**src/hw/icache_pkg.sv**
```systemverilog
package icache_pkg;

    localparam int ADDR_W = 32; // fetch byte address
    localparam int DATA_W = 32; // one instruction word
    localparam int ID_W   = 4;  // requester tag, echoed back

    // status carried with every response
    typedef enum logic [1:0] {
        RESP_OK       = 2'd0,
        RESP_MISALIGN = 2'd1, // low two address bits set, no lookup
        RESP_BUS_ERR  = 2'd2  // refill saw pslverr, data is zero
    } resp_status_e;

    // controller states, also steer the ram address mux
    typedef enum logic [1:0] {
        ST_RUN    = 2'd0, // normal lookups
        ST_REFILL = 2'd1, // line fetch over apb
        ST_RETRY  = 2'd2, // re-read rams for the stalled fetch
        ST_FLUSH  = 2'd3  // drop every valid bit
    } ctrl_state_e;

endpackage

```
**src/hw/apb_pkg.sv**
```systemverilog
package apb_pkg;

    localparam int APB_AW = 32;
    localparam int APB_DW = 32;

    // master side transfer phase
    typedef enum logic [1:0] {
        PH_IDLE   = 2'd0,
        PH_SETUP  = 2'd1, // psel high, penable low
        PH_ACCESS = 2'd2  // psel and penable high until pready
    } apb_phase_e;

endpackage

```
**src/hw/cmd_fifo.sv**
```systemverilog
module cmd_fifo import icache_pkg::*; #(
    parameter int DEPTH = 2
) (
    input  logic              clk_i,
    input  logic              srst_i,
    input  logic              push_i,
    input  logic [ID_W-1:0]   id_i,
    input  logic [ADDR_W-1:0] addr_i,
    input  logic              pop_i,
    output logic [ID_W-1:0]   id_o,
    output logic [ADDR_W-1:0] addr_o,
    output logic              empty_o,
    output logic              full_o
);

    localparam int PTR_W = (DEPTH > 1) ? $clog2(DEPTH) : 1;
    localparam int CNT_W = $clog2(DEPTH + 1);

    logic [ID_W-1:0]   id_mem   [DEPTH];
    logic [ADDR_W-1:0] addr_mem [DEPTH];
    logic [PTR_W-1:0]  wr_ptr;
    logic [PTR_W-1:0]  rd_ptr;
    logic [CNT_W-1:0]  count;  // entries held

    // pointer step, wraps at depth
    function automatic logic [PTR_W-1:0] ptr_inc(input logic [PTR_W-1:0] p);
        ptr_inc = (p == PTR_W'(DEPTH - 1)) ? '0 : p + 1'b1;
    endfunction

    always_ff @(posedge clk_i) begin
        if (push_i) begin
            id_mem[wr_ptr]   <= id_i;
            addr_mem[wr_ptr] <= addr_i;
        end
    end

    always_ff @(posedge clk_i) begin
        if (srst_i) begin
            wr_ptr <= '0;
            rd_ptr <= '0;
            count  <= '0;
        end else begin
            if (push_i) wr_ptr <= ptr_inc(wr_ptr);
            if (pop_i) rd_ptr <= ptr_inc(rd_ptr);
            count <= count + CNT_W'(push_i) - CNT_W'(pop_i);
        end
    end

    assign id_o    = id_mem[rd_ptr];   // head seen without a read cycle
    assign addr_o  = addr_mem[rd_ptr];
    assign empty_o = (count == '0);
    assign full_o  = (count == CNT_W'(DEPTH));

    // requester and fsm must both respect the flags
    a_no_overflow: assert property (@(posedge clk_i) disable iff (srst_i)
        !(push_i && full_o));
    a_no_underflow: assert property (@(posedge clk_i) disable iff (srst_i)
        !(pop_i && empty_o));

endmodule

```
**src/hw/tag_store.sv**
```systemverilog
module tag_store import icache_pkg::*; #(
    parameter int INDEX_W    = 4,
    parameter int WORD_OFS_W = 2,
    localparam int TAG_W     = ADDR_W - INDEX_W - WORD_OFS_W - 2
) (
    input  logic               clk_i,
    input  logic               srst_i,
    input  logic [INDEX_W-1:0] rd_index_i,
    input  logic [TAG_W-1:0]   lv2_tag_i,
    output logic               hit_o,
    input  logic               wr_en_i,
    input  logic [INDEX_W-1:0] wr_index_i,
    input  logic [TAG_W-1:0]   wr_tag_i,
    input  logic               flush_clear_i
);

    localparam int LINES = 1 << INDEX_W;

    logic [TAG_W-1:0] tags [LINES];
    logic [LINES-1:0] valid_q;    // one bit per line
    logic [TAG_W-1:0] rd_tag_q;
    logic             rd_valid_q;

    // tag array, registered read like the data ram
    always_ff @(posedge clk_i) begin
        if (wr_en_i) begin
            tags[wr_index_i] <= wr_tag_i;
        end
        rd_tag_q <= tags[rd_index_i];
    end

    always_ff @(posedge clk_i) begin
        if (srst_i) begin
            valid_q    <= '0;
            rd_valid_q <= 1'b0;
        end else begin
            rd_valid_q <= valid_q[rd_index_i] & ~flush_clear_i;
            if (flush_clear_i) begin
                valid_q <= '0;              // whole cache in one cycle
            end else if (wr_en_i) begin
                valid_q[wr_index_i] <= 1'b1; // line complete and clean
            end
        end
    end

    // compare against the fetch now sitting in level 2
    assign hit_o = rd_valid_q & (rd_tag_q == lv2_tag_i);

endmodule

```
**src/hw/data_ram.sv**
```systemverilog
module data_ram import icache_pkg::*; #(
    parameter int INDEX_W    = 4,
    parameter int WORD_OFS_W = 2
) (
    input  logic                          clk_i,
    input  logic [INDEX_W+WORD_OFS_W-1:0] addr_i,  // {line, word}
    input  logic                          we_i,
    input  logic [DATA_W-1:0]             wdata_i,
    output logic [DATA_W-1:0]             rdata_o
);

    localparam int DEPTH = 1 << (INDEX_W + WORD_OFS_W);

    logic [DATA_W-1:0] mem [DEPTH];

    // single port, word wide
    always_ff @(posedge clk_i) begin
        if (we_i) begin
            mem[addr_i] <= wdata_i; // refill beat
        end
        rdata_o <= mem[addr_i];     // one cycle read
    end

endmodule

```
**src/hw/refill_counter.sv**
```systemverilog
module refill_counter #(
    parameter int WORD_OFS_W = 2
) (
    input  logic                  clk_i,
    input  logic                  srst_i,
    input  logic                  busy_i,       // fsm in refill
    input  logic                  beat_done_i,
    output logic [WORD_OFS_W-1:0] beat_idx_o,
    output logic                  last_beat_o
);

    logic [WORD_OFS_W-1:0] cnt_q;

    always_ff @(posedge clk_i) begin
        if (srst_i || !busy_i) begin
            cnt_q <= '0;              // restart at word 0 for the next line
        end else if (beat_done_i) begin
            cnt_q <= cnt_q + 1'b1;
        end
    end

    assign beat_idx_o  = cnt_q;
    assign last_beat_o = &cnt_q;      // final word of the line

    // the fsm leaves refill on the last beat, so the count never laps a line
    a_no_wrap: assert property (@(posedge clk_i) disable iff (srst_i)
        busy_i && beat_done_i && last_beat_o |=> !busy_i);

endmodule

```
**src/hw/apb_refill_master.sv**
```systemverilog
module apb_refill_master import apb_pkg::*; (
    input  logic              clk_i,
    input  logic              srst_i,
    input  logic              start_i,    // level, one transfer per idle phase
    input  logic [APB_AW-1:0] addr_i,
    output logic              psel_o,
    output logic              penable_o,
    output logic [APB_AW-1:0] paddr_o,
    input  logic              pready_i,
    input  logic [APB_DW-1:0] prdata_i,
    input  logic              pslverr_i,
    output logic              beat_done_o,
    output logic              beat_err_o,
    output logic [APB_DW-1:0] beat_data_o
);

    apb_phase_e phase_q;

    always_ff @(posedge clk_i) begin
        if (srst_i) begin
            phase_q <= PH_IDLE;
        end else begin
            case (phase_q)
                PH_IDLE: begin
                    if (start_i) phase_q <= PH_SETUP;
                end
                PH_SETUP: phase_q <= PH_ACCESS;
                PH_ACCESS: begin
                    if (pready_i) phase_q <= PH_IDLE; // back to idle between beats
                end
                default: phase_q <= PH_IDLE;
            endcase
        end
    end

    // address captured once, held through setup and wait states
    always_ff @(posedge clk_i) begin
        if (phase_q == PH_IDLE && start_i) begin
            paddr_o <= addr_i;
        end
    end

    assign psel_o      = (phase_q != PH_IDLE);
    assign penable_o   = (phase_q == PH_ACCESS);
    assign beat_done_o = penable_o & pready_i;  // sample point
    assign beat_err_o  = beat_done_o & pslverr_i;
    assign beat_data_o = prdata_i;

    // requested beat address must not move under a transfer
    a_paddr_stable: assert property (@(posedge clk_i) disable iff (srst_i)
        psel_o |-> paddr_o == addr_i);

endmodule

```
**src/hw/icache_ctrl_fsm.sv**
```systemverilog
module icache_ctrl_fsm import icache_pkg::*; (
    input  logic              clk_i,
    input  logic              srst_i,
    input  logic              head_valid_i,
    input  logic [ID_W-1:0]   head_id_i,
    input  logic [ADDR_W-1:0] head_addr_i,
    output logic              pop_o,
    input  logic              hit_i,
    input  logic [DATA_W-1:0] rdata_i,
    input  logic              flush_req_i,
    output logic              flush_ack_o,
    input  logic              beat_done_i,
    input  logic              beat_err_i,
    input  logic              last_beat_i,
    output ctrl_state_e       state_o,
    output logic              refill_busy_o,
    output logic [ADDR_W-1:0] lv2_addr_o,
    output logic              fill_commit_o,
    output logic              flush_clear_o,
    output logic              resp_valid_o,
    output logic [ID_W-1:0]   resp_id_o,
    output logic [DATA_W-1:0] resp_data_o,
    output resp_status_e      resp_status_o
);

    ctrl_state_e       state_q;
    ctrl_state_e       state_d;
    logic              lv2_valid;
    logic [ID_W-1:0]   lv2_id;     // level-2 payload
    logic [ADDR_W-1:0] lv2_addr;
    logic              refill_err; // sticky across the beats of one line
    logic              in_run;
    logic              misalign;
    logic              done;       // lv2 can answer this cycle
    logic              miss;
    logic              take_flush;
    logic              line_done;

    assign in_run     = (state_q == ST_RUN);
    assign misalign   = |lv2_addr[1:0];
    assign done       = misalign | refill_err | hit_i; // misalign wins, no refill
    assign miss       = in_run & lv2_valid & ~done;
    assign take_flush = in_run & flush_req_i & ~miss;  // lv2 empty or retiring
    assign pop_o      = in_run & head_valid_i & ~miss & ~take_flush;
    assign line_done  = refill_busy_o & beat_done_i & last_beat_i;

    always_comb begin
        state_d = state_q;
        case (state_q)
            ST_RUN: begin
                if (miss) begin
                    state_d = ST_REFILL;
                end else if (take_flush) begin
                    state_d = ST_FLUSH;
                end
            end
            ST_REFILL: begin
                if (line_done) state_d = ST_RETRY;
            end
            ST_RETRY: state_d = ST_RUN; // rams re-read at the lv2 address
            default:  state_d = ST_RUN; // flush takes one cycle
        endcase
    end

    always_ff @(posedge clk_i) begin
        if (srst_i) begin
            state_q    <= ST_RUN;
            lv2_valid  <= 1'b0;
            refill_err <= 1'b0;
        end else begin
            state_q <= state_d;
            if (pop_o) begin
                lv2_valid <= 1'b1;
            end else if (resp_valid_o) begin
                lv2_valid <= 1'b0;
            end
            if (resp_valid_o) begin
                refill_err <= 1'b0;
            end else if (refill_busy_o & beat_done_i & beat_err_i) begin
                refill_err <= 1'b1;
            end
        end
    end

    always_ff @(posedge clk_i) begin
        if (pop_o) begin
            lv2_id   <= head_id_i;
            lv2_addr <= head_addr_i;
        end
    end

    always_comb begin
        if (misalign) begin
            resp_status_o = RESP_MISALIGN;
        end else if (refill_err) begin
            resp_status_o = RESP_BUS_ERR;
        end else begin
            resp_status_o = RESP_OK;
        end
    end

    assign resp_valid_o  = in_run & lv2_valid & done;  // strobe, never stalled
    assign resp_id_o     = lv2_id;
    assign resp_data_o   = (resp_status_o == RESP_OK) ? rdata_i : '0;
    assign state_o       = state_q;
    assign refill_busy_o = (state_q == ST_REFILL);
    assign lv2_addr_o    = lv2_addr;
    assign fill_commit_o = line_done & ~refill_err & ~beat_err_i; // clean line only
    assign flush_ack_o   = (state_q == ST_FLUSH);
    assign flush_clear_o = (state_q == ST_FLUSH);

    // outside run level 2 holds the stalled miss, or nothing during a flush
    a_lv2_outside_run: assert property (@(posedge clk_i) disable iff (srst_i)
        !in_run |-> lv2_valid == (state_q != ST_FLUSH));

    // a clean fill must hit on the lookup after the retry cycle
    a_fill_then_hit: assert property (@(posedge clk_i) disable iff (srst_i)
        fill_commit_o |-> ##2 (resp_valid_o && resp_status_o == RESP_OK));

endmodule

```
**src/hw/icache_top.sv**
```systemverilog
module icache_top import icache_pkg::*, apb_pkg::*; #(
    parameter int INDEX_W    = 4,   // 16 lines
    parameter int WORD_OFS_W = 2,   // 4 words per line
    localparam int TAG_W     = ADDR_W - INDEX_W - WORD_OFS_W - 2
) (
    input  logic              clk_i,
    input  logic              srst_i,
    input  logic              req_valid_i,
    input  logic [ID_W-1:0]   req_id_i,
    input  logic [ADDR_W-1:0] req_addr_i,
    output logic              req_full_o,
    output logic              resp_valid_o,
    output logic [ID_W-1:0]   resp_id_o,
    output logic [DATA_W-1:0] resp_data_o,
    output resp_status_e      resp_status_o,
    input  logic              flush_req_i,
    output logic              flush_ack_o,
    output logic              psel_o,
    output logic              penable_o,
    output logic [APB_AW-1:0] paddr_o,
    input  logic              pready_i,
    input  logic [APB_DW-1:0] prdata_i,
    input  logic              pslverr_i
);

    localparam int LINE_LSB = WORD_OFS_W + 2;        // lowest index bit
    localparam int RAM_AW   = INDEX_W + WORD_OFS_W;

    logic                  push;
    logic                  pop;
    logic                  fifo_empty;
    logic [ID_W-1:0]       head_id;
    logic [ADDR_W-1:0]     head_addr;
    logic [ADDR_W-1:0]     lv2_addr;
    ctrl_state_e           state;
    logic                  refill_busy;
    logic                  fill_commit;
    logic                  flush_clear;
    logic                  hit;
    logic [DATA_W-1:0]     ram_rdata;
    logic [RAM_AW-1:0]     ram_addr;   // {index, word}
    logic [WORD_OFS_W-1:0] beat_idx;
    logic                  last_beat;
    logic                  beat_done;
    logic                  beat_err;
    logic [APB_DW-1:0]     beat_data;
    logic [APB_AW-1:0]     refill_addr;

    assign push = req_valid_i & ~req_full_o;

    // one ram port, three users
    always_comb begin
        case (state)
            ST_RETRY:  ram_addr = lv2_addr[LINE_LSB+INDEX_W-1:2];
            ST_REFILL: ram_addr = {lv2_addr[LINE_LSB+INDEX_W-1:LINE_LSB], beat_idx};
            default:   ram_addr = head_addr[LINE_LSB+INDEX_W-1:2]; // lookup
        endcase
    end

    assign refill_addr = {lv2_addr[ADDR_W-1:LINE_LSB], beat_idx, 2'b00}; // word beat

    cmd_fifo #(.DEPTH(2)) u_cmd_fifo (
        .clk_i(clk_i), .srst_i(srst_i),
        .push_i(push), .id_i(req_id_i), .addr_i(req_addr_i),
        .pop_i(pop), .id_o(head_id), .addr_o(head_addr),
        .empty_o(fifo_empty), .full_o(req_full_o)
    );

    icache_ctrl_fsm u_ctrl (
        .clk_i(clk_i), .srst_i(srst_i),
        .head_valid_i(~fifo_empty), .head_id_i(head_id), .head_addr_i(head_addr),
        .pop_o(pop), .hit_i(hit), .rdata_i(ram_rdata),
        .flush_req_i(flush_req_i), .flush_ack_o(flush_ack_o),
        .beat_done_i(beat_done), .beat_err_i(beat_err), .last_beat_i(last_beat),
        .state_o(state), .refill_busy_o(refill_busy), .lv2_addr_o(lv2_addr),
        .fill_commit_o(fill_commit), .flush_clear_o(flush_clear),
        .resp_valid_o(resp_valid_o), .resp_id_o(resp_id_o),
        .resp_data_o(resp_data_o), .resp_status_o(resp_status_o)
    );

    tag_store #(.INDEX_W(INDEX_W), .WORD_OFS_W(WORD_OFS_W)) u_tags (
        .clk_i(clk_i), .srst_i(srst_i),
        .rd_index_i(ram_addr[RAM_AW-1:WORD_OFS_W]),
        .lv2_tag_i(lv2_addr[ADDR_W-1 -: TAG_W]), .hit_o(hit),
        .wr_en_i(fill_commit), .wr_index_i(lv2_addr[LINE_LSB +: INDEX_W]),
        .wr_tag_i(lv2_addr[ADDR_W-1 -: TAG_W]), .flush_clear_i(flush_clear)
    );

    data_ram #(.INDEX_W(INDEX_W), .WORD_OFS_W(WORD_OFS_W)) u_data (
        .clk_i(clk_i), .addr_i(ram_addr),
        .we_i(beat_done & ~beat_err),   // errored beats leave the ram alone
        .wdata_i(beat_data), .rdata_o(ram_rdata)
    );

    refill_counter #(.WORD_OFS_W(WORD_OFS_W)) u_beats (
        .clk_i(clk_i), .srst_i(srst_i), .busy_i(refill_busy),
        .beat_done_i(beat_done), .beat_idx_o(beat_idx), .last_beat_o(last_beat)
    );

    apb_refill_master u_apb (
        .clk_i(clk_i), .srst_i(srst_i),
        .start_i(refill_busy), .addr_i(refill_addr),
        .psel_o(psel_o), .penable_o(penable_o), .paddr_o(paddr_o),
        .pready_i(pready_i), .prdata_i(prdata_i), .pslverr_i(pslverr_i),
        .beat_done_o(beat_done), .beat_err_o(beat_err), .beat_data_o(beat_data)
    );

endmodule

```
**config.mk**
```make
export PLATFORM = sky130hd
export DESIGN_NAME = icache_top
export DESIGN_NICKNAME = d
export VERILOG_FILES = /design/src/hw/icache_pkg.sv /design/src/hw/apb_pkg.sv /design/src/hw/cmd_fifo.sv /design/src/hw/tag_store.sv /design/src/hw/data_ram.sv /design/src/hw/refill_counter.sv /design/src/hw/apb_refill_master.sv /design/src/hw/icache_ctrl_fsm.sv /design/src/hw/icache_top.sv
export SDC_FILE = /design/constraint.sdc
export NUM_CORES = 2
export LEC_CHECK = 0
export ABC_AREA = 1
export BUFFER_PORTS_ARGS = -buffer_cell sky130_fd_sc_hd__buf_2
export CAP_MARGIN = 20
export CELL_PAD_IN_SITES_DETAIL_PLACEMENT = 1
export CELL_PAD_IN_SITES_GLOBAL_PLACEMENT = 2
export CORE_MARGIN = 3
export CORE_UTILIZATION = 42
export DETAILED_ROUTE_END_ITERATION = 7
export PLACE_DENSITY_LB_ADDON = 0.1
export SETUP_SLACK_MARGIN = 0.1
export SYNTH_ARGS = -nofsm -noshare
export SYNTH_HDL_FRONTEND = slang
export SYNTH_SLANG_ARGS = --single-unit
```
**constraint.sdc**
```tcl
create_clock -name clk_i -period 4.85 [get_ports clk_i]
set_input_delay 0.7275 -clock clk_i [delete_from_list [all_inputs] [get_ports clk_i]]
set_output_delay 0.7275 -clock clk_i [all_outputs]
set_load 0.1 [all_outputs]
```
==> flow_summary.yaml <==
status:
  status: "finished clean"
critical_path:
  endpoint: "resp_valid_o"
  r2r_start: "u_ctrl.state_o[0]$_SDFFE_PP0P_"
  reg2regPathDepth: 16
  cp.required_ns: 4.12
  end_kind: "output port"
  start_kind: "flop"
  crit_path_start: "u_ctrl.lv2_addr_o[20]$_DFFE_PP_"
  reg2reg_slack_ns: 1.02
  crit_arrival_ns: 3.72
  r2r-end: "u_data.rdata_o[28]$_DFF_P_"
  cp_max_fo: 19
  critical_path_class: "reg -> out"
clock_network:
  ctsResizeCount: 0
  clk-insertion-delay-late_ns: 0.96
  htree_levels: 5
  clkTransAtPathRegs_ns: 0.06
  cts_inserted_buffers: 312
  cts_tree: "built"
  cts.sinks: 2656
  cts_max_path_buffers: 4
  cts-root-buf: "clkbuf_16"
sta:
  tightest_slew_ns: 1.10
  rsz0062_at_grt: "no"
  finalHoldViolations: 0
  timing.final.crit_share: 0.918
  tns_ns: 0
  fin_crit_ns: 4.45
  max_freq_mhz: 225
  skew_ns: 0.0996
  timing.final.setup_violations: 0
  drv_slew: 0
  slew_headroom: 0.266
grt:
  track_usage: 0.262
  antenna_found_initial: 12
  grt_pass1_wl_um: 515000
  grt_pass1_vias: 76900
  grt.overflow.total: 0
  grt_max_degree: 169
placement:
  placed_cell_area_um2: 114000
  routabilityCongestion: 0.781
  numPortBuffers: 146
  dp_hpwl_um: 198000
drt:
  drt-initial-drc-count: 5992
  ant_nets: 0
  routed_wl_um: 350000
  post_drt_via_cell_ratio: 5.25
  route.vias.total: 73700
  drc: 0
  post_drt_wl_per_cell_um: 24.9
  drt_pass1_iterations: 5
synthesis:
  syn_area_per_cell_um2: 10.6
  netlist.area_leader.share: 0.711
  yosysMostFrequentCell: "nand2_1"
  synth_edf_count: 2570
  synthFlopType: "edfxtp_1"
  synth_largest_area_cell: "edfxtp_1"
  synth_common_cells: "nand2_1, edfxtp_1, nor2_1, buf_2, o21ai_0"
  synthCells: 10200
  synth_warnings: 0
  synth.ff_latch_count: 2656
  syn-cell-area_um2: 109000
  async_flop_share: 0
  synthTopCellsByArea: "edfxtp_1, nand2_1, buf_2"
  synth.distinct_cells: 35
  synth-seq-area-share: 0.727
worst_hold_path:
  min_path_type: "in -> reg"
floorplanning:
  die_area_um2: 265000
  ioPinCount: 149
  row_count: 186
  die_h_um: 514
  start_util: 0.422
  coreArea_um2: 257000
  fp.dieW_um: 514
run:
  max_cap_viol_count: 0
finish:
  post-route-cell-area_um2: 124000
  drive_gt1_frac: 0.0836
  nets: 10500
  final_core_util: 0.483
  syn_to_final_growth_pct: 14.4
==> how the worst min path moves through the flow <==
stage	slack [ns]	start	to	depth (start not counted)
2_1_floorplan	0.43	u_ctrl.lv2_addr_o[7]$_DFFE_PP_	u_apb.paddr_o[7]$_DFFE_PP_	0
3_3_place_gp	0.44	u_ctrl.lv2_addr_o[7]$_DFFE_PP_	u_apb.paddr_o[7]$_DFFE_PP_	0
3_5_place_dp	0.44	u_ctrl.lv2_addr_o[7]$_DFFE_PP_	u_apb.paddr_o[7]$_DFFE_PP_	0
4_1_cts	0.12	prdata_i[11]	u_data.mem[10][11]$_DFFE_PP_	1
5_1_grt	0.14	prdata_i[11]	u_data.mem[10][11]$_DFFE_PP_	1
6_report	0.19	prdata_i[11]	u_data.mem[15][11]$_DFFE_PP_	1
==> cells in the final DEF (no fill, tap or decap), types with 7 or more instances in the layout <==
cell type,Yosys,routed
clkbuf_1,103,83
buf_12,0,72
dlygate4sd3_1,0,37
a21oi_1,13,13
o21ai_1,41,41
nand3_1,16,16
clkinv_2,0,42
clkinv_1,0,58
clkbuf_8,0,20
ha_1,7,7
buf_4,9,161
nand2_1,6074,6071
o22ai_1,96,96
nand4_1,32,32
clkbuf_16,0,314
bufinv_16,0,13
inv_2,13,14
inv_6,0,8
nor2_4,1,83
dfxtp_1,86,86
nor2_1,434,359
buf_2,361,145
edfxtp_1,2570,2570
inv_1,109,104
o21ai_0,174,174
==> per-stage QoR <==
| stage | cells | worst slack, ns | hold slack, ns |
|---|---|---|---|
| final | 14000 | 0.398 | 0.187 |
| after global routing | 14000 | 0.103 | 0.141 |
| after CTS | 14000 | 0.221 | 0.119 |
| after detailed placement | 13500 | 1.05 | 0.440 |
| after global placement | 13500 | 1.03 | 0.440 |
| after floorplan | 10200 | 0.245 | 0.426 |
==> state kept, by name (all words and copies together) (netlist names), named ones only <==
signal               cells
u_tags.tags            384
u_tags.rd_tag_q         24
u_ctrl.resp_id_o         4
u_cmd_fifo.addr_mem     64
u_ctrl.lv2_valid         1
u_beats.beat_idx_o       2
u_cmd_fifo.count         2
u_tags.rd_valid_q        1
u_apb.paddr_o           30
u_data.rdata_o          32
u_ctrl.refill_err        1
u_data.mem            2048
u_ctrl.state_o           2
u_cmd_fifo.rd_ptr        1
u_tags.valid_q          16
u_apb.phase_q            2
u_ctrl.lv2_addr_o       32
u_cmd_fifo.wr_ptr        1
u_cmd_fifo.id_mem        8
==> metal layers <==
layer,track usage,wire length [um]
met3,0.0274,14300
met2,0.436,168000
met4,0.0628,8150
met5,0,13
met1,0.370,159000
==> cells by family after synthesis <==
| family | synth area share |
|---|---|
| buf+inv | 0.0265 |
| xor+xnor | 0.000484 |
| other cells | 0.0000345 |
| fa+ha+maj | 0.000807 |
| flops | 0.727 |
| simple gates | 0.229 |
| compound gates | 0.0168 |
==> critical path, stage by stage (launching register included) <==
cell and delay [ns]:
edfxtp_1 0.82, inv_1 0.11, nand2_1 0.09, nand2_1 0.05, nor2_1 0.16, nand3_1 0.25, nor2_1 0.16, nand3_1 0.31
a21oi_1 0.32, buf_2 0.47
==> repair_timing <==
item / CTS / global route
hold buffers: 37 / 0
endpoints found under the setup margin: 0 / 0
endpoints found under the hold margin: 74 / 0
buffers inserted: 0 / 0
==> layout make-up <==
cell class / count / area [um2]
multi-input combinational: 6920 / 27400
inverter: 123 / 487
timing repair buffer: 415 / 3750
fill: 27500 / 133000
tap: 3384 / 4230
antenna: 4 / 10.0
clock buffer: 417 / 8440
clock inverter: 126 / 968
sequential: 2656 / 78900
Power is left out: the tool's default activity adds up to more than one toggle a clock period on the data nets, which glitch-free logic cannot reach.
